## config.mk

```make
export PLATFORM = sky130hd
export DESIGN_NAME = victim_cache
export DESIGN_NICKNAME = d
export VERILOG_FILES = /design/src/rtl/victim_pkg.sv /design/src/rtl/victim_ways.sv /design/src/rtl/victim_lru.sv /design/src/rtl/victim_control.sv /design/src/rtl/victim_cache.sv
export SDC_FILE = /design/constraint.sdc
export NUM_CORES = 1
export LEC_CHECK = 0
export ABC_AREA = 1
export BUFFER_PORTS_ARGS = -buffer_cell sky130_fd_sc_hd__buf_2
export CAP_MARGIN = 15
export CORE_MARGIN = 2
export CORE_UTILIZATION = 60
export DETAILED_ROUTE_END_ITERATION = 7
export GPL_TIMING_DRIVEN = 0
export PLACE_DENSITY_LB_ADDON = 0.12
export SLEW_MARGIN = 5
export SYNTH_ARGS = -nofsm -noshare
export SYNTH_HDL_FRONTEND = slang
export SYNTH_SLANG_ARGS = --single-unit
```

## constraint.sdc

```tcl
create_clock -name clk -period 6.8 [get_ports clk]
set_input_delay 1.02 -clock clk [delete_from_list [all_inputs] [get_ports clk]]
set_output_delay 1.02 -clock clk [all_outputs]
set_load 0.01 [all_outputs]
```

## src/rtl/victim_pkg.sv

```systemverilog
// victim cache shared definitions
// line and address widths, way count, request and way-update
// structs, controller state encoding
`default_nettype none

package victim_pkg;

   // ####################
   // widths
   localparam int ADDR_W   = 16;  // line address, whole address is the tag
   localparam int LINE_W   = 32;  // one line of data
   localparam int NUM_WAYS = 4;
   localparam int WAY_W    = 2;   // way index

   // ####################
   // port structs

   // L2 side request, held until mem_resp
   typedef struct packed {
      logic              read;
      logic              write;
      logic [ADDR_W-1:0] addr;
      logic [LINE_W-1:0] wdata;
   } l2_req_t;  // 50 bits

   // memory side request, held until pmem_resp
   typedef struct packed {
      logic              read;
      logic              write;
      logic [ADDR_W-1:0] addr;
      logic [LINE_W-1:0] wdata;
   } pmem_req_t;  // 50 bits

   // single update port into the way storage
   typedef struct packed {
      logic             strobe;  // write this cycle
      logic [WAY_W-1:0] way;
      logic             valid;   // new valid flag
      logic             dirty;   // new dirty flag
      logic             load;    // also take tag and data from the l2 request
   } way_upd_t;  // 6 bits

   // controller states
   typedef enum logic [2:0] {
      READY,     // serve hits and writes, pick next action
      FETCH,     // read-through of a miss
      EVICT_WB,  // write back dirty recipient before a write
      IDLE_WB,   // background write-back of oldest dirty line
      CLEAN      // clear dirty flag of the line just written back
   } ctrl_state_t;

endpackage

`default_nettype wire

```

## src/rtl/victim_ways.sv

```systemverilog
// victim cache way storage
// four fully associative entries of tag, data, valid and dirty.
// compares the request address against all valid tags for the
// hit vector and returns the hit way's data; one update port
`timescale 1ns/1ns
`default_nettype none

module victim_ways (
   input  logic                                 clk,
   input  logic                                 rst,
   input  victim_pkg::l2_req_t                  req,
   input  victim_pkg::way_upd_t                 upd,
   input  logic [victim_pkg::WAY_W-1:0]         sel_way,   // write-back read select
   output logic [victim_pkg::NUM_WAYS-1:0]      hit,       // one-hot
   output logic [victim_pkg::NUM_WAYS-1:0]      valid,
   output logic [victim_pkg::NUM_WAYS-1:0]      dirty,
   output logic [victim_pkg::ADDR_W-1:0]        sel_tag,
   output logic [victim_pkg::LINE_W-1:0]        sel_data,
   output logic [victim_pkg::LINE_W-1:0]        hit_data
);

   logic [victim_pkg::ADDR_W-1:0] tag_q  [victim_pkg::NUM_WAYS];  // tag store
   logic [victim_pkg::LINE_W-1:0] data_q [victim_pkg::NUM_WAYS];  // line store

   // ####################
   // flags
   always_ff @(posedge clk) begin
      if (rst) begin
         valid <= '0;  // all ways empty
         dirty <= '0;
      end else if (upd.strobe) begin
         valid[upd.way] <= upd.valid;
         dirty[upd.way] <= upd.dirty;
      end
   end

   // ####################
   // tag and data, only on a load update
   always_ff @(posedge clk) begin
      if (upd.strobe && upd.load) begin
         tag_q[upd.way]  <= req.addr;   // line address from the l2 eviction
         data_q[upd.way] <= req.wdata;
      end
   end

   // hit detection, tags are never duplicated so at most one bit is set
   always_comb begin
      hit_data = '0;
      for (int i = 0; i < victim_pkg::NUM_WAYS; i++) begin
         hit[i] = valid[i] && (tag_q[i] == req.addr);
         if (hit[i]) begin
            hit_data = hit_data | data_q[i];  // or-mux over the hit way
         end
      end
   end

   // selected way for write-back
   assign sel_tag  = tag_q[sel_way];
   assign sel_data = data_q[sel_way];

endmodule

`default_nettype wire

```

## src/rtl/victim_lru.sv

```systemverilog
// victim cache age ranking
// one age rank per way, rank all ones is the oldest.
// a touch makes the way youngest and ages every way that was
// younger than it. reports the oldest way and the oldest dirty way
`timescale 1ns/1ns
`default_nettype none

module victim_lru (
   input  logic                            clk,
   input  logic                            rst,
   input  logic                            touch,
   input  logic [victim_pkg::WAY_W-1:0]    touch_way,
   input  logic [victim_pkg::NUM_WAYS-1:0] dirty,
   output logic [victim_pkg::WAY_W-1:0]    lru_way,
   output logic [victim_pkg::WAY_W-1:0]    oldest_dirty_way
);

   logic [victim_pkg::WAY_W-1:0] rank_q [victim_pkg::NUM_WAYS];  // 0 youngest
   logic [victim_pkg::WAY_W-1:0] best_rank;  // scan state for oldest dirty
   logic                         any_dirty;

   // rank update
   always_ff @(posedge clk) begin
      if (rst) begin
         for (int i = 0; i < victim_pkg::NUM_WAYS; i++) begin
            rank_q[i] <= ~i[victim_pkg::WAY_W-1:0];  // way 0 oldest .. way 3 youngest
         end
      end else if (touch) begin
         for (int i = 0; i < victim_pkg::NUM_WAYS; i++) begin
            if (i[victim_pkg::WAY_W-1:0] == touch_way) begin
               rank_q[i] <= '0;                      // now youngest
            end else if (rank_q[i] < rank_q[touch_way]) begin
               rank_q[i] <= rank_q[i] + 1'b1;        // one step older
            end
         end
      end
   end

   // ####################
   // reports
   always_comb begin
      lru_way = '0;
      for (int i = 0; i < victim_pkg::NUM_WAYS; i++) begin
         if (rank_q[i] == '1) lru_way = i[victim_pkg::WAY_W-1:0];
      end
   end

   always_comb begin
      oldest_dirty_way = lru_way;  // don't care when nothing is dirty
      best_rank        = '0;
      any_dirty        = 1'b0;
      for (int i = 0; i < victim_pkg::NUM_WAYS; i++) begin
         if (dirty[i] && (!any_dirty || rank_q[i] > best_rank)) begin
            any_dirty        = 1'b1;
            best_rank        = rank_q[i];
            oldest_dirty_way = i[victim_pkg::WAY_W-1:0];
         end
      end
   end

endmodule

`default_nettype wire

```

## src/rtl/victim_control.sv

```systemverilog
// victim cache controller
// answers read hits and writes, reads misses through from memory,
// writes back a dirty recipient before overwriting it, and writes
// back the oldest dirty line when idle. a write sets a hold that
// keeps idle write-back off until the following read is served
`timescale 1ns/1ns
`default_nettype none

module victim_control (
   input  logic                            clk,
   input  logic                            rst,
   input  victim_pkg::l2_req_t             req,
   input  logic [victim_pkg::NUM_WAYS-1:0] hit,
   input  logic [victim_pkg::NUM_WAYS-1:0] valid,
   input  logic [victim_pkg::NUM_WAYS-1:0] dirty,
   input  logic [victim_pkg::WAY_W-1:0]    lru_way,
   input  logic [victim_pkg::WAY_W-1:0]    oldest_dirty_way,
   input  logic [victim_pkg::ADDR_W-1:0]   sel_tag,
   input  logic [victim_pkg::LINE_W-1:0]   sel_data,
   input  logic [victim_pkg::LINE_W-1:0]   hit_data,
   input  logic                            pmem_resp,
   input  logic [victim_pkg::LINE_W-1:0]   pmem_rdata,
   output victim_pkg::way_upd_t            upd,
   output logic [victim_pkg::WAY_W-1:0]    sel_way,
   output logic                            touch,
   output logic [victim_pkg::WAY_W-1:0]    touch_way,
   output logic                            mem_resp,
   output logic [victim_pkg::LINE_W-1:0]   mem_rdata,
   output victim_pkg::pmem_req_t           pmem_req
);

   victim_pkg::ctrl_state_t      state_q, state_d;
   logic [victim_pkg::WAY_W-1:0] hit_way;       // encoded hit vector
   logic [victim_pkg::WAY_W-1:0] recipient;     // target way of an l2 write
   logic [victim_pkg::WAY_W-1:0] wb_way_q;      // latched idle write-back way
   logic                         from_evict_q;  // CLEAN origin, 1 = EVICT_WB
   logic                         hold_q;        // read expected, no idle write-back
   logic                         any_hit;
   logic                         read_hit;
   logic                         write_ok;      // write can go in without write-back
   logic                         serve;         // state answers hits and writes

   assign any_hit  = |hit;
   assign read_hit = req.read && any_hit;
   assign write_ok = req.write && !dirty[recipient];
   assign serve    = (state_q == victim_pkg::READY) || (state_q == victim_pkg::IDLE_WB);

   always_comb begin
      hit_way = '0;
      for (int i = 0; i < victim_pkg::NUM_WAYS; i++) begin
         if (hit[i]) hit_way = i[victim_pkg::WAY_W-1:0];
      end
   end

   // ####################
   // recipient: first invalid way, else least recently used.
   // a write to a line already held reuses its way so tags stay unique
   always_comb begin
      recipient = lru_way;
      for (int i = victim_pkg::NUM_WAYS - 1; i >= 0; i--) begin
         if (!valid[i]) recipient = i[victim_pkg::WAY_W-1:0];  // lowest invalid wins
      end
      if (req.write && any_hit) recipient = hit_way;
   end

   // ####################
   // next state and outputs
   always_comb begin
      state_d        = state_q;
      upd            = '0;
      touch          = 1'b0;
      mem_resp       = 1'b0;
      mem_rdata      = hit_data;
      pmem_req       = '0;
      pmem_req.addr  = req.addr;
      pmem_req.wdata = sel_data;
      sel_way        = recipient;

      case (state_q)
         victim_pkg::READY: begin
            if (read_hit) begin
               // l2 takes the line back, nothing left to write back
               upd = '{strobe: 1'b1, way: hit_way, valid: 1'b1, dirty: 1'b0, load: 1'b0};
            end else if (req.read) begin
               state_d = victim_pkg::FETCH;     // miss, read through
            end else if (req.write && !write_ok) begin
               state_d = victim_pkg::EVICT_WB;  // recipient still dirty
            end else if (!req.write && !hold_q && (|dirty)) begin
               state_d = victim_pkg::IDLE_WB;
            end
         end
         victim_pkg::FETCH: begin
            pmem_req.read = 1'b1;
            mem_resp      = pmem_resp;   // pass the memory answer straight up
            mem_rdata     = pmem_rdata;
            if (pmem_resp) state_d = victim_pkg::READY;
         end
         victim_pkg::EVICT_WB: begin
            pmem_req.write = 1'b1;
            pmem_req.addr  = sel_tag;    // line of the recipient
            if (pmem_resp) state_d = victim_pkg::CLEAN;
         end
         victim_pkg::IDLE_WB: begin
            sel_way        = wb_way_q;
            pmem_req.write = 1'b1;
            pmem_req.addr  = sel_tag;
            if (pmem_resp) state_d = victim_pkg::CLEAN;
         end
         victim_pkg::CLEAN: begin
            sel_way = from_evict_q ? recipient : wb_way_q;
            upd     = '{strobe: 1'b1, way: sel_way, valid: 1'b1, dirty: 1'b0, load: 1'b0};
            state_d = victim_pkg::READY;
         end
         default: state_d = victim_pkg::READY;
      endcase

      // hits and non-blocked writes in READY and IDLE_WB
      if (serve && (read_hit || write_ok)) begin
         mem_resp = 1'b1;
         touch    = 1'b1;
      end
      if (serve && write_ok) begin
         upd = '{strobe: 1'b1, way: recipient, valid: 1'b1, dirty: 1'b1, load: 1'b1};
      end
   end

   assign touch_way = read_hit ? hit_way : recipient;

   // ####################
   // state, origin bit and hold
   always_ff @(posedge clk) begin
      if (rst) begin
         state_q      <= victim_pkg::READY;
         from_evict_q <= 1'b0;
         hold_q       <= 1'b0;
      end else begin
         state_q <= state_d;
         if (state_d == victim_pkg::CLEAN) begin
            from_evict_q <= (state_q == victim_pkg::EVICT_WB);
         end
         if (mem_resp && req.write) hold_q <= 1'b1;      // eviction from l2, read follows
         else if (mem_resp && req.read) hold_q <= 1'b0;  // hit or read-through done
      end
   end

   // way for idle write-back, fixed for the whole sequence
   always_ff @(posedge clk) begin
      if (state_q == victim_pkg::READY && state_d == victim_pkg::IDLE_WB) begin
         wb_way_q <= oldest_dirty_way;
      end
   end

endmodule

`default_nettype wire

```

## src/rtl/victim_cache.sv

```systemverilog
// victim cache top level
// four-way fully associative victim cache between an L2 cache and
// physical memory. connects way storage, age ranking and control
`timescale 1ns/1ns
`default_nettype none

module victim_cache (
   input  logic                          clk,
   input  logic                          rst,
   input  victim_pkg::l2_req_t           req,
   output logic                          mem_resp,
   output logic [victim_pkg::LINE_W-1:0] mem_rdata,
   output victim_pkg::pmem_req_t         pmem_req,
   input  logic                          pmem_resp,
   input  logic [victim_pkg::LINE_W-1:0] pmem_rdata
);

   victim_pkg::way_upd_t            upd;
   logic [victim_pkg::WAY_W-1:0]    sel_way;
   logic [victim_pkg::NUM_WAYS-1:0] hit;
   logic [victim_pkg::NUM_WAYS-1:0] valid;
   logic [victim_pkg::NUM_WAYS-1:0] dirty;
   logic [victim_pkg::ADDR_W-1:0]   sel_tag;
   logic [victim_pkg::LINE_W-1:0]   sel_data;
   logic [victim_pkg::LINE_W-1:0]   hit_data;
   logic                            touch;
   logic [victim_pkg::WAY_W-1:0]    touch_way;
   logic [victim_pkg::WAY_W-1:0]    lru_way;
   logic [victim_pkg::WAY_W-1:0]    oldest_dirty_way;

   // ####################
   // storage
   victim_ways ways (
      .clk, .rst, .req, .upd, .sel_way,
      .hit, .valid, .dirty, .sel_tag, .sel_data, .hit_data
   );

   // age ranking
   victim_lru lru (
      .clk, .rst, .touch, .touch_way, .dirty,
      .lru_way, .oldest_dirty_way
   );

   // ####################
   // controller
   victim_control control (
      .clk, .rst, .req, .hit, .valid, .dirty, .lru_way, .oldest_dirty_way,
      .sel_tag, .sel_data, .hit_data, .pmem_resp, .pmem_rdata,
      .upd, .sel_way, .touch, .touch_way, .mem_resp, .mem_rdata, .pmem_req
   );

endmodule

`default_nettype wire

```

==> results of run 1 <==
[path summary, 6_finish.rpt]
path,end,startpoint
max,pmem_req[1],req[41]
min,control.hold_q$_SDFFE_PP0P_,control.hold_q$_SDFFE_PP0P_
max reg2reg,lru.rank_q[2][1]$_SDFFCE_PN0P_,ways.tag_q[3][8]$_DFFE_PP_
min reg2reg,control.hold_q$_SDFFE_PP0P_,control.hold_q$_SDFFE_PP0P_
[worst reg2reg max path, delay by kind of cell (launching register included)]
kind,cells,cell delay (ns)
adder cells (fa/ha/maj),1,0.34
buffers and inverters,1,0.08
AND/OR/NAND/NOR,14,2.27
flip-flops,1,0.44
AO/OA/AOI/OAI,2,0.69
[power by group]
group / internal, mW / leakage (nW) / switching, mW / total [mW]
logic: 0.527 / 3.87 / 1.06 / 1.59
registers: 1.61 / 1.94 / 0.0673 / 1.67
clock network: 0.634 / 0.337 / 0.528 / 1.16
total: 2.77 / 6.15 / 1.65 / 4.42
[kinds of logic after synthesis]
| family | synth area share |
|---|---|
| XOR/XNOR | 0.006505 |
| AND/OR/NAND/NOR | 0.2510 |
| flip-flops | 0.5220 |
| AO/OA/AOI/OAI | 0.1308 |
| buffers and inverters | 0.07620 |
| adder cells (fa/ha/maj) | 0.01342 |
[area by class of cell]
class | instances | area [sq um] | share of cell area
sequential | 215 | 6326 | 0.4480
clock buffer | 27 | 590.6 | 0.04182
tap | 265 | 331.6 | 0.02348
buffer | 54 | 277.8 | 0.01967
inverter | 172 | 645.6 | 0.04572
timing repair buffer | 172 | 965.9 | 0.06840
antenna | 1 | 2.502 | 0.0001772
clock inverter | 13 | 97.59 | 0.006911
multi-input combinational | 1036 | 4883 | 0.3458
[cell usage in the layout (no fill, tap or decap), types with 20 or more instances in the layout]
cell	netlist	routed
sky130_fd_sc_hd__a21oi_1	79	79
sky130_fd_sc_hd__a221oi_1	21	21
sky130_fd_sc_hd__buf_2	18	184
sky130_fd_sc_hd__clkbuf_1	26	30
sky130_fd_sc_hd__clkbuf_16	0	23
sky130_fd_sc_hd__edfxtp_1	202	202
sky130_fd_sc_hd__inv_1	153	151
sky130_fd_sc_hd__inv_2	19	21
sky130_fd_sc_hd__nand2_1	452	452
sky130_fd_sc_hd__nand3_1	69	69
sky130_fd_sc_hd__nor2_1	190	188
sky130_fd_sc_hd__o211ai_1	20	20
sky130_fd_sc_hd__o21ai_0	37	37
sky130_fd_sc_hd__o21ai_1	54	54
sky130_fd_sc_hd__o22ai_1	26	26
[stage by stage]
step	total power [mW]	setup WS (ns)
2_1_floorplan	2.635	1.888
3_3_place_gp	3.189	-0.8311
3_5_place_dp	3.242	1.515
4_1_cts	4.393	1.516
5_1_grt	4.632	1.323
6_report	4.420	1.376
[routing by layer]
layer | track usage | wire length [um]
met2 | 0.5689 | 17410
met3 | 0.06156 | 4151
met1 | 0.4739 | 14760
met5 | 0 | 24
met4 | 0.1209 | 1390
[flip-flops by register name, indices dropped and copies added, names as in the netlist]
register / flops
ways.tag_q: 64
ways.data_q: 128
ways.valid: 4
control.from_evict_q: 1
lru.rank_q: 8
ways.dirty: 4
control.state_q: 3
control.wb_way_q: 2
control.hold_q: 1
==> out/metrics.sh, run 1 <==
OUTCOME='complete, no violations'
PLACE.DETAILED.INSTANCES=1914
MIN_DELAY_PATH_DEPTH=2
CTSRESIZECOUNT=0
CAP_VIOLATIONS=0
DRV_SLEW=0
GRT_REMAINING_OVERFLOW=0
ROUTED_WL_UM=37740
FINISH.INSTANCE_AREA_SQ_MM=0.01412
GRT_PASS1_WL_UM=58280
AREA_DELTA_SYNTH_FINAL_PCT=16.53
WORST_SETUP_HOLD_PATH_CLK_SLEW_NS=0.06
WORSTREGTOREGCELLS=18
DRT-WIRELENGTH-PER-CELL_UM=19.30
VIAS_PER_CELL=5.831
PATH_DEPTH=17
TIMING_HOLD_VIOLATIONS_FINAL=0
POST-SYNTH-TOP-AREA-FRACTION=0.5006
GRT_SETUP_UNREPAIRED='false'
INITIAL_CORE_UTIL=0.6166
CTS.HTREE.LEVELS=1
FINAL-INSTANCE-COUNT-EXCL-FILL=1955
SYNTH.DISTINCT_CELLS=38
CTSLONGESTPATHBUFFERS=3
FINAL_UTIL=0.7185
GLOBAL_ROUTE.USAGE.TOTAL=0.3482
WHS_NS=0.4941
GRT_START_MAX_NET_PINS=30
TRITONCTS='done'
POST-SYNTH-TOP-AREA-CELL='sky130_fd_sc_hd__edfxtp_1'
NUMBER_OF_NETS_PRODUCED_BY_SYNTHESIS=1575
VDD_IR_DROP_MAX_mV=0.2764
YS_FF_LATCH=215
POWER.DENSITY_mW_PER_MM2=313.0
FINALCRITICALPERIOD_NS=5.424
VIAS=11400
POST_SYNTH_INST_COUNT=1477
END_KIND='primary output'
WORST_PATH_MOST_REPEATED_CELL='sky130_fd_sc_hd__nand2_1'
SYNTHTOPCELLSBYCOUNT='sky130_fd_sc_hd__nand2_1, sky130_fd_sc_hd__edfxtp_1, sky130_fd_sc_hd__nor2_1'
CRIT_ARRIVAL_NS=4.40
WORSTPATHBUFFERINVERTERCOUNT=4
GPL.FINAL_WEIGHTED_CONGESTION=1.007
DRTANTENNAVIOLNETS=0
PATH_DELAY_FAMILY='simple AND/OR/NAND/NOR gates'
DIE_X_EXTENT_UM=146.1
TRITONCTS.NUM_BUFFERS=23
CRITPATHSLOWESTCELL='sky130_fd_sc_hd__clkbuf_1'
FIRST_GLOBAL_VIAS=10840
MIN_PERIOD_OVER_PERIOD=0.7977
CLOCK_INSERTION_DELAY_WORST_SKEW_NS=0.53
SYNTHESIS.AREA_PER_INSTANCE_SQ_UM=8.204
CLOCK.FMAX_MHz=184.4
YOSYSMOSTFREQUENTCELL='sky130_fd_sc_hd__nand2_1'
PLACE_HPWL_UM=27170
CORE_AREA_SQ_MM=0.01965
FILLCELLCOUNT=1584
SYNTH-SEQ-AREA-SHARE=0.5220
PLACEDINSTANCEAREA_SQ_MM=0.01343
WORSTPATHCELLLIST='buf_2 > inv_2 > nand2_1 > o21ai_1 > nor2_1 > nand2_1 > nor2_2 > nand3_2 > nand2_2 > nand2_1 > a21boi_4 > nand2_1 > nand2_1 > a22oi_4 > clkbuf_1 > o22ai_1 > buf_2'
POSTSYNTH.ASYNCRESETSHARE=0
CTS.REPAIR_TIMING.SETUP_BUFFER_COUNT=0
SETUP_VIOL_COUNT_FINAL=0
POSTCTSHOLDBUFS=0
WORST_SETUP_PATH_START_KIND='input pin'
DRC_ERRORS=0
DIE_H_UM=146.1
WORST-SETUP-PATH-TYPE='input pin to primary output'
SYN-CELL-AREA_SQ_MM=0.01212
FINAL.SETUP.TNS_NS=0
SYNTH-EDFF-COUNT=202
SKEW_NS=0.01415
GRT_ANTENNA_BEFORE_REPAIR=3
TIGHTESTPINTRANSITION_NS=0.8056
HOLD_CLASS='flip-flop to flip-flop'
CP.REQUIRED_NS=5.78
CLOCK_SINKS=215
SYNTH_AREA_LEADERS='sky130_fd_sc_hd__edfxtp_1, sky130_fd_sc_hd__nand2_1, sky130_fd_sc_hd__nor2_1'
STATIC-LEAKAGE-POWER_nW=6.152
FIRST_PASS_ITERS=6
YS_WARN_COUNT=0
FINISH.NET_COUNT=1772
TIMING.CRITICAL_PATH.FANOUT_MAX=10
MAX_SLEW_MARGIN=0.4609
DIE_AREA_SQ_MM=0.02135
DETAILEDROUTE.FIRSTITERATIONVIOLATIONS=1418
REG2REG_SLACK_NS=2.67
TIMING.CRITICAL_PATH.SLOWEST_CELL_DELAY_NS=0.60
IO_BUFFERS=166
STD_CELL_ROWS=51
PROPORTION_OF_LAYOUT_CELLS_WITH_A_DRIVE_SUFFIX_ABOVE_1=0.1640
BOUNDARYPINS=168
CTS-ROOT-BUF='sky130_fd_sc_hd__clkbuf_16'
SYNTH_TOP_FLOP_CELL='sky130_fd_sc_hd__edfxtp_1'
No activity file was read; power rests on OpenSTA's default activity.
==> inputs of run 2 (changes only) <==
--- a/config.mk
+++ b/config.mk
@@ -9,7 +9,7 @@
 export BUFFER_PORTS_ARGS = -buffer_cell sky130_fd_sc_hd__buf_2
 export CAP_MARGIN = 15
 export CORE_MARGIN = 2
-export CORE_UTILIZATION = 60
+export CORE_UTILIZATION = 53
 export DETAILED_ROUTE_END_ITERATION = 7
 export GPL_TIMING_DRIVEN = 0
 export PLACE_DENSITY_LB_ADDON = 0.12
==> constraint.sdc (replaced) <==
create_clock -name clk -period 4.9 [get_ports clk]
set_input_delay 0.735 -clock clk [delete_from_list [all_inputs] [get_ports clk]]
set_output_delay 0.735 -clock clk [all_outputs]
set_load 0.01 [all_outputs]
==> run 2 against run 1 <==
  * Sequential share of layout area is 0.37 points lower
  * Die area grew 13%
  * Highest routed layer unchanged
  * Critical path depth fell by 4
  * Critical endpoint unchanged
==> out/metrics.sh, run 2 (synthesis results as in run 1) <==
OUTCOME='complete, no violations'  # unchanged
CTSRESIZECOUNT=0  # unchanged
MIN_PERIOD_OVER_PERIOD=0.9628
SETUP.WORST_PATH.START='ways.tag_q[3][14]$_DFFE_PP_'  # was req[41]
LARGEST_REGISTER_FFS=128  # unchanged
MIN_DELAY_PATH_DEPTH=1  # was 2
HOLD_CLASS='input pin to flip-flop'  # was flip-flop to flip-flop
GRT_SETUP_UNREPAIRED='false'  # unchanged
GLOBAL_ROUTE.USAGE.TOTAL=0.3145  # was 0.3482
FINALCRITICALPERIOD_NS=4.718
INITIAL_CORE_UTIL=0.5369  # was 0.6166
CTS.REPAIR_TIMING.SETUP_BUFFER_COUNT=0  # unchanged
CP.REQUIRED_NS=4.16  # was 5.78 ns
FINISH.INSTANCE_AREA_SQ_MM=0.01424  # was 0.01412 sq mm
DIE_X_EXTENT_UM=155.2  # was 146.1 um
CAP_VIOLATIONS=0  # unchanged
FINAL_UTIL=0.6309  # was 0.7185
WORST_SETUP_HOLD_PATH_CLK_SLEW_NS=0.06  # about the same
POSTCTSHOLDBUFS=0  # unchanged
WORST_SETUP_PATH_START_KIND='flip-flop'  # was input pin
DRT-WIRELENGTH-PER-CELL_UM=19.40  # was 19.30 um
CRIT-REG2REG-CAPTURE='lru.rank_q[2][1]$_SDFFCE_PN0P_'  # unchanged
LARGEST-REGISTER='ways.data_q'  # unchanged
CTS-ROOT-BUF='sky130_fd_sc_hd__clkbuf_16'  # unchanged
DIE_AREA_SQ_MM=0.02409  # was 0.02135 sq mm
DRV_SLEW=0  # unchanged
DRTANTENNAVIOLNETS=0  # unchanged
FIRST_GLOBAL_VIAS=10690  # was 10840
POWER.DENSITY_mW_PER_MM2=449.2  # was 313.0 mW/mm^2
DIE_H_UM=155.2  # was 146.1 um
LAYOUT.CELLS.MOST_COMMON='sky130_fd_sc_hd__nand2_1'  # unchanged
CRIT_ARRIVAL_NS=3.98  # was 4.40 ns
GRT_REMAINING_OVERFLOW=0  # unchanged
GRT_ANTENNA_BEFORE_REPAIR=3  # unchanged
GPL.FINAL_WEIGHTED_CONGESTION=0.9753  # was 1.007
DRC_ERRORS=0  # unchanged
WORST_PATH_MOST_REPEATED_CELL='sky130_fd_sc_hd__nand2_1'  # unchanged
AREA_DELTA_SYNTH_FINAL_PCT=17.51  # was 16.53%
FIRST_PASS_ITERS=5  # was 6
DETAILEDROUTE.FIRSTITERATIONVIOLATIONS=1182  # was 1418
PLACEDINSTANCEAREA_SQ_MM=0.01341  # was 0.01343 sq mm
CORE_AREA_SQ_MM=0.02257  # was 0.01965 sq mm
TOP_REGS='ways.data_q (128), ways.tag_q (64), lru.rank_q (8)'  # unchanged
R2R-START='ways.tag_q[3][14]$_DFFE_PP_'  # was ways.tag_q[3][8]$_DFFE_PP_
TIGHTESTPINTRANSITION_NS=0.8632  # was 0.8056 ns
CLOCK_SINKS=215  # unchanged
TRITONCTS='done'  # unchanged
REG2REG_SLACK_NS=0.89  # was 2.67 ns
PATH_DEPTH=13  # was 17
WORSTPATHCELLLIST='xnor2_1 > nand3_1 > nor2_1 > nand3_2 > nand2_2 > nand2_1 > a21boi_4 > nand2_1 > nand2_1 > a22oi_4 > clkbuf_1 > o22ai_1 > buf_2'  # was buf_2 > inv_2 > nand2_1 > o21ai_1 > nor2_1 > nand2_1 > nor2_2 > nand3_2 > nand2_2 > nand2_1 > a21boi_4 > nand2_1 > nand2_1 > a22oi_4 > clkbuf_1 > o22ai_1 > buf_2
WIRELENGTH_MET1_UM=15940  # was 14760 um
WORSTPATHBUFFERINVERTERCOUNT=2  # was 4
PLACE_HPWL_UM=27250  # was 27170 um
STATIC-LEAKAGE-POWER_nW=6.195  # was 6.152 nW
WORSTREGTOREGCELLS=16  # was 18
MAX_SLEW_MARGIN=0.4224  # was 0.4609
TRITONCTS.NUM_BUFFERS=25  # was 23
BOUNDARYPINS=168  # unchanged
FILLCELLCOUNT=1992  # was 1584
TIMING.CRITICAL_PATH.FANOUT_MAX=10  # unchanged
LAYOUT.CELLS.MOST_COMMON_LIST='sky130_fd_sc_hd__nand2_1, sky130_fd_sc_hd__edfxtp_1, sky130_fd_sc_hd__nor2_1'  # unchanged
TIMING.CRITICAL_PATH.SLOWEST_CELL_DELAY_NS=0.56  # was 0.60 ns
VIAS_PER_CELL=5.680  # was 5.831
PROPORTION_OF_LAYOUT_CELLS_WITH_A_DRIVE_SUFFIX_ABOVE_1=0.1643  # was 0.1640
CTSLONGESTPATHBUFFERS=3  # unchanged
CLOCK_INSERTION_DELAY_WORST_SKEW_NS=0.55  # was 0.53 ns
IO_BUFFERS=166  # unchanged
WORST-SETUP-PATH-TYPE='flip-flop to primary output'  # was input pin to primary output
MET3_ROUTED_WIRELENGTH_UM=3456  # was 4151 um
CLOCK.FMAX_MHz=212.0
CRITPATHSLOWESTCELL='sky130_fd_sc_hd__clkbuf_1'  # unchanged
FINISH.NET_COUNT=1772  # unchanged
ROUTE.TOP_LAYER_USED='met5'  # unchanged
END_KIND='primary output'  # unchanged
SETUP_VIOL_COUNT_FINAL=0  # unchanged
CTS.HTREE.LEVELS=1  # unchanged
GRT_PASS1_WL_UM=58070  # was 58280 um
PATH_DELAY_FAMILY='simple AND/OR/NAND/NOR gates'  # unchanged
TIMING_HOLD_VIOLATIONS_FINAL=0  # unchanged
STD_CELL_ROWS=55  # was 51
WORST_HOLD_PATH.ENDPOINT='ways.data_q[2][19]$_DFFE_PP_'  # was control.hold_q$_SDFFE_PP0P_
VDD_IR_DROP_MAX_mV=0.3560  # was 0.2764 mV
GRT_START_MAX_NET_PINS=49  # was 30
ROUTED_WL_UM=38400  # was 37740 um
VIAS=11240  # was 11400
MIN-DELAY-START='req[19]'  # was control.hold_q$_SDFFE_PP0P_
MET2_WIRELENGTH_UM=17830  # was 17410 um
SKEW_NS=0.01796  # was 0.01415 ns
-- run 2: cell types whose count changed in the layout (fill, tap and decap cells not counted), sizes merged --
cell and change:
diode +1, buf -2, clkbuf +5, inv -4, bufinv +3, clkinv +1
-- run 2: worst reg2reg max path, cell delays in order, from the launching register on --
cell                       delay (ns)
sky130_fd_sc_hd__edfxtp_1        0.40
sky130_fd_sc_hd__xnor2_1         0.39
sky130_fd_sc_hd__nand3_1         0.18
sky130_fd_sc_hd__nor2_1          0.19
sky130_fd_sc_hd__nand2_1         0.09
sky130_fd_sc_hd__nor2_2          0.50
sky130_fd_sc_hd__a21oi_1         0.13
sky130_fd_sc_hd__nand3b_1        0.23
sky130_fd_sc_hd__nand2_2         0.17
sky130_fd_sc_hd__nor2_1          0.11
sky130_fd_sc_hd__nand2_1         0.09
sky130_fd_sc_hd__nand2_1         0.06
sky130_fd_sc_hd__a221oi_1        0.56
sky130_fd_sc_hd__ha_1            0.35
sky130_fd_sc_hd__nand2_1         0.08
sky130_fd_sc_hd__nand2_1         0.08
sky130_fd_sc_hd__nand3_1         0.11
-- run 2: per-stage QoR --
step	setup slack, ns	setup TNS (ns)	hold WS [ns]	power (mW)	cells
after floorplan	0.2730	0	0.4383	3.657	1477
after global placement	-2.419	-287.32	0.4523	4.445	1928
after detailed placement	0.3260	0	0.4707	4.501	1932
after CTS	0.3065	0	0.3846	6.377	1977
after global routing	0.03371	0	0.4032	6.690	1978
final	0.1821	0	0.4019	6.397	1979
-- run 2: layout make-up --
class,instances,area [sq um],area share
Inverter,172,650.6,0.04569
Clock inverter,13,160.2,0.01125
Antenna cell,2,5.005,0.0003515
Timing Repair Buffer,170,918.4,0.06449
Tap cell,285,356.6,0.02504
Buffer,54,277.8,0.01951
Sequential cell,215,6326,0.4442
Clock buffer,32,661.9,0.04648
Multi-Input combinational cell,1036,4883,0.3429
-- run 2: where the power goes --
part           total, mW  leakage, nW  internal [mW]  switching (mW)
Sequential          2.32         1.94           2.23          0.0949
Clock               1.88        0.401           1.12           0.764
Combinational       2.19         3.85          0.728            1.46
Total               6.40         6.20           4.07            2.32
-- run 2: how the worst max path moves through the flow --
stage	endpoint	slack, ns
floorplan	ways.data_q[1][0]$_DFFE_PP_	0.27
global placement	ways.data_q[1][19]$_DFFE_PP_	-2.42
detailed placement	pmem_req[1]	0.33
CTS	pmem_req[1]	0.31
global route	pmem_req[3]	0.03
finish	pmem_req[1]	0.18
-- run 2: metal layers --
| metal | vias to the layer above | global-route usage |
|---|---|---|
| met5 | - | 0 |
| met4 | 2 | 0.1140 |
| met3 | 79 | 0.04986 |
| met2 | 568 | 0.5153 |
| met1 | 5242 | 0.4275 |
| li1 | 5350 | - |
==> inputs of run 3 (changes only) <==
--- a/config.mk
+++ b/config.mk
@@ -9,7 +9,7 @@
 export BUFFER_PORTS_ARGS = -buffer_cell sky130_fd_sc_hd__buf_2
 export CAP_MARGIN = 15
 export CORE_MARGIN = 2
-export CORE_UTILIZATION = 53
+export CORE_UTILIZATION = 28
 export DETAILED_ROUTE_END_ITERATION = 7
 export GPL_TIMING_DRIVEN = 0
 export PLACE_DENSITY_LB_ADDON = 0.12
==> run 3 against run 2 <==
  * Final cell count rose by 16%
  * Worst setup slack improved by 0.042 ns
  * Worst hold slack got worse by 0.053 ns
==> out/metrics.sh, run 3 (synthesis results as in run 1) <==
SKEW_NS=0.04533  # was 0.01796 ns
DIE_H_UM=212.0  # was 155.2 um
TRITONCTS='done'  # unchanged
ROUTED_WL_UM=45770  # was 38400 um
PATH_DELAY_FAMILY='simple AND/OR/NAND/NOR gates'  # unchanged
PLACE_HPWL_UM=32900  # was 27250 um
TIMING.CRITICAL_PATH.FANOUT_MAX=10  # unchanged
BOUNDARYPINS=168  # unchanged
WORST-SETUP-PATH-TYPE='input pin to primary output'  # was flip-flop to primary output
WORSTPATHBUFFERINVERTERCOUNT=4  # was 2
DRV_SLEW=0  # unchanged
MIN_PERIOD_OVER_PERIOD=0.9542  # was 0.9628
GRT_ANTENNA_BEFORE_REPAIR=6  # was 3
TOTAL_POWER_mW=6.540  # was 6.397 mW
AREA_DELTA_SYNTH_FINAL_PCT=21.48  # was 17.51%
WHS_NS=0.3485  # was 0.4019 ns
GRT_REMAINING_OVERFLOW=0  # unchanged
CTS.REPAIR_TIMING.SETUP_BUFFER_COUNT=0  # unchanged
STATIC-LEAKAGE-POWER_nW=6.248  # was 6.195 nW
FIRST_PASS_ITERS=5  # unchanged
TIMING.CRITICAL_PATH.SLOWEST_CELL_DELAY_NS=0.75  # was 0.56 ns
GRT_SETUP_UNREPAIRED='false'  # unchanged
FINALCRITICALPERIOD_NS=4.676  # was 4.718 ns
STD_CELL_ROWS=76  # was 55
WORST_SETUP_HOLD_PATH_CLK_SLEW_NS=0.06  # about the same
WORST_PATH_MOST_REPEATED_CELL='sky130_fd_sc_hd__nand2_1'  # unchanged
PLACEDINSTANCEAREA_SQ_MM=0.01385  # was 0.01341 sq mm
LARGEST-REGISTER='ways.data_q'  # unchanged
DRC_ERRORS=0  # unchanged
CLOCK_SINKS=215  # unchanged
DETAILEDROUTE.FIRSTITERATIONVIOLATIONS=831  # was 1182
VIAS_PER_CELL=4.837  # was 5.680
R2R-START='ways.tag_q[3][1]$_DFFE_PP_'  # was ways.tag_q[3][14]$_DFFE_PP_
LAYOUT.CELLS.MOST_COMMON='sky130_fd_sc_hd__nand2_1'  # unchanged
FINISH.INSTANCE_AREA_SQ_MM=0.01472  # was 0.01424 sq mm
MIN-DELAY-START='req[3]'  # was req[19]
GRT_START_MAX_NET_PINS=49  # unchanged
VDD_IR_DROP_MAX_mV=0.2500  # was 0.3560 mV
CAP_VIOLATIONS=0  # unchanged
GPL.FINAL_WEIGHTED_CONGESTION=0.8787  # was 0.9753
TRITONCTS.NUM_BUFFERS=28  # was 25
CRIT_ARRIVAL_NS=3.94  # was 3.98 ns
SETUP.WORST_PATH.START='req[33]'  # was ways.tag_q[3][14]$_DFFE_PP_
GRT_PASS1_WL_UM=67710  # was 58070 um
HOLD_CLASS='input pin to flip-flop'  # unchanged
REGAREA_SQ_MM=0.006326  # unchanged
CP.REQUIRED_NS=4.16  # about the same
CTSLONGESTPATHBUFFERS=3  # unchanged
TIMING_HOLD_VIOLATIONS_FINAL=0  # unchanged
TOP_REGS='ways.data_q (128), ways.tag_q (64), lru.rank_q (8)'  # unchanged
CTS.HTREE.LEVELS=1  # unchanged
OUTCOME='complete, no violations'  # unchanged
END_KIND='primary output'  # unchanged
LAYOUT.CELLS.MOST_COMMON_LIST='sky130_fd_sc_hd__nand2_1, sky130_fd_sc_hd__edfxtp_1, sky130_fd_sc_hd__nor2_1'  # unchanged
SETUP_VIOL_COUNT_FINAL=0  # unchanged
MULTIINPUTGATEAREA_SQ_MM=0.004891  # was 0.004883 sq mm
CRITPATHSLOWESTCELL='sky130_fd_sc_hd__clkbuf_1'  # unchanged
FILLCELLCOUNT=4529  # was 1992
CLOCK.FMAX_MHz=213.9  # was 212.0 MHz
IO_BUFFERS=166  # unchanged
FINISH.NET_COUNT=1777  # was 1772
MAX_SLEW_MARGIN=0.3432  # was 0.4224
CORE_AREA_SQ_MM=0.04289  # was 0.02257 sq mm
WORSTPATHCELLLIST='buf_2 > inv_2 > nand2_1 > nand2_1 > nor2_1 > nand2_1 > nor2_1 > nand2_1 > nor2_2 > clkbuf_1 > a21oi_1 > a21oi_1 > buf_2'  # was xnor2_1 > nand3_1 > nor2_1 > nand3_2 > nand2_2 > nand2_1 > a21boi_4 > nand2_1 > nand2_1 > a22oi_4 > clkbuf_1 > o22ai_1 > buf_2
WORST_SETUP_PATH_START_KIND='input pin'  # was flip-flop
FINAL.SETUP.TNS_NS=0  # unchanged
CTS-ROOT-BUF='sky130_fd_sc_hd__clkbuf_16'  # unchanged
DRTANTENNAVIOLNETS=0  # unchanged
POWER.DENSITY_mW_PER_MM2=444.3  # was 449.2 mW/mm^2
PROPORTION_OF_LAYOUT_CELLS_WITH_A_DRIVE_SUFFIX_ABOVE_1=0.1677  # was 0.1643
DIE_AREA_SQ_MM=0.04496  # was 0.02409 sq mm
LARGEST_REGISTER_FFS=128  # unchanged
DIE_X_EXTENT_UM=212.0  # was 155.2 um
VIAS=11070  # was 11240
GLOBAL_ROUTE.USAGE.TOTAL=0.2024  # was 0.3145
FIRST_GLOBAL_VIAS=10830  # was 10690
FINAL_UTIL=0.3432  # was 0.6309
INITIAL_CORE_UTIL=0.2826  # was 0.5369
TIGHTESTPINTRANSITION_NS=0.9816  # was 0.8632 ns
DRT-WIRELENGTH-PER-CELL_UM=20.00  # was 19.40 um
CLOCK_INSERTION_DELAY_WORST_SKEW_NS=0.60  # was 0.55 ns
-- run 3: where the power goes --
part	internal (mW)	switching, mW
registers	2.23	0.0930
clock network	1.09	0.836
logic	0.752	1.54
total	4.07	2.47
-- run 3: area by class of cell --
| class | count | share of cell area |
|---|---|---|
| multi-input cells | 1036 | 0.3323 |
| repair buffers | 172 | 0.06664 |
| clock buffers | 31 | 0.04836 |
| flip-flops and latches | 215 | 0.4297 |
| inverters | 172 | 0.04420 |
| clock inverters | 19 | 0.009265 |
| well taps | 585 | 0.04972 |
| plain buffers | 54 | 0.01895 |
| diodes | 5 | 0.0008500 |
-- run 3: per-layer routing --
layer	wire, um	GRT usage
met4	1282	0.05949
met5	27	0
met2	21090	0.3295
met3	2907	0.03545
met1	20460	0.2752
-- run 3: final timing paths --
check / end / slack (ns) / depth (start not counted)
min: ways.data_q[0][3]$_DFFE_PP_ / 0.35 / 1
max reg2reg: lru.rank_q[1][1]$_SDFFCE_PN1P_ / 0.73 / 18
max: mem_rdata[3] / 0.22 / 13
min reg2reg: control.hold_q$_SDFFE_PP0P_ / 0.47 / 2
-- run 3: repair_timing --
| action | in CTS | in global routing |
|---|---|---|
| gates resized for setup | 0 | 3 |
| hold buffers | 0 | 0 |
| setup endpoints to repair | 0 | 11 |
-- run 3: metrics by stage --
stage          std cells  setup WS (ns)
5_1_grt             2285        0.02301
6_report            2289         0.2243
3_3_place_gp        2228         -3.044
3_5_place_dp        2234         0.1062
2_1_floorplan       1477         0.2730
4_1_cts             2284        0.07228
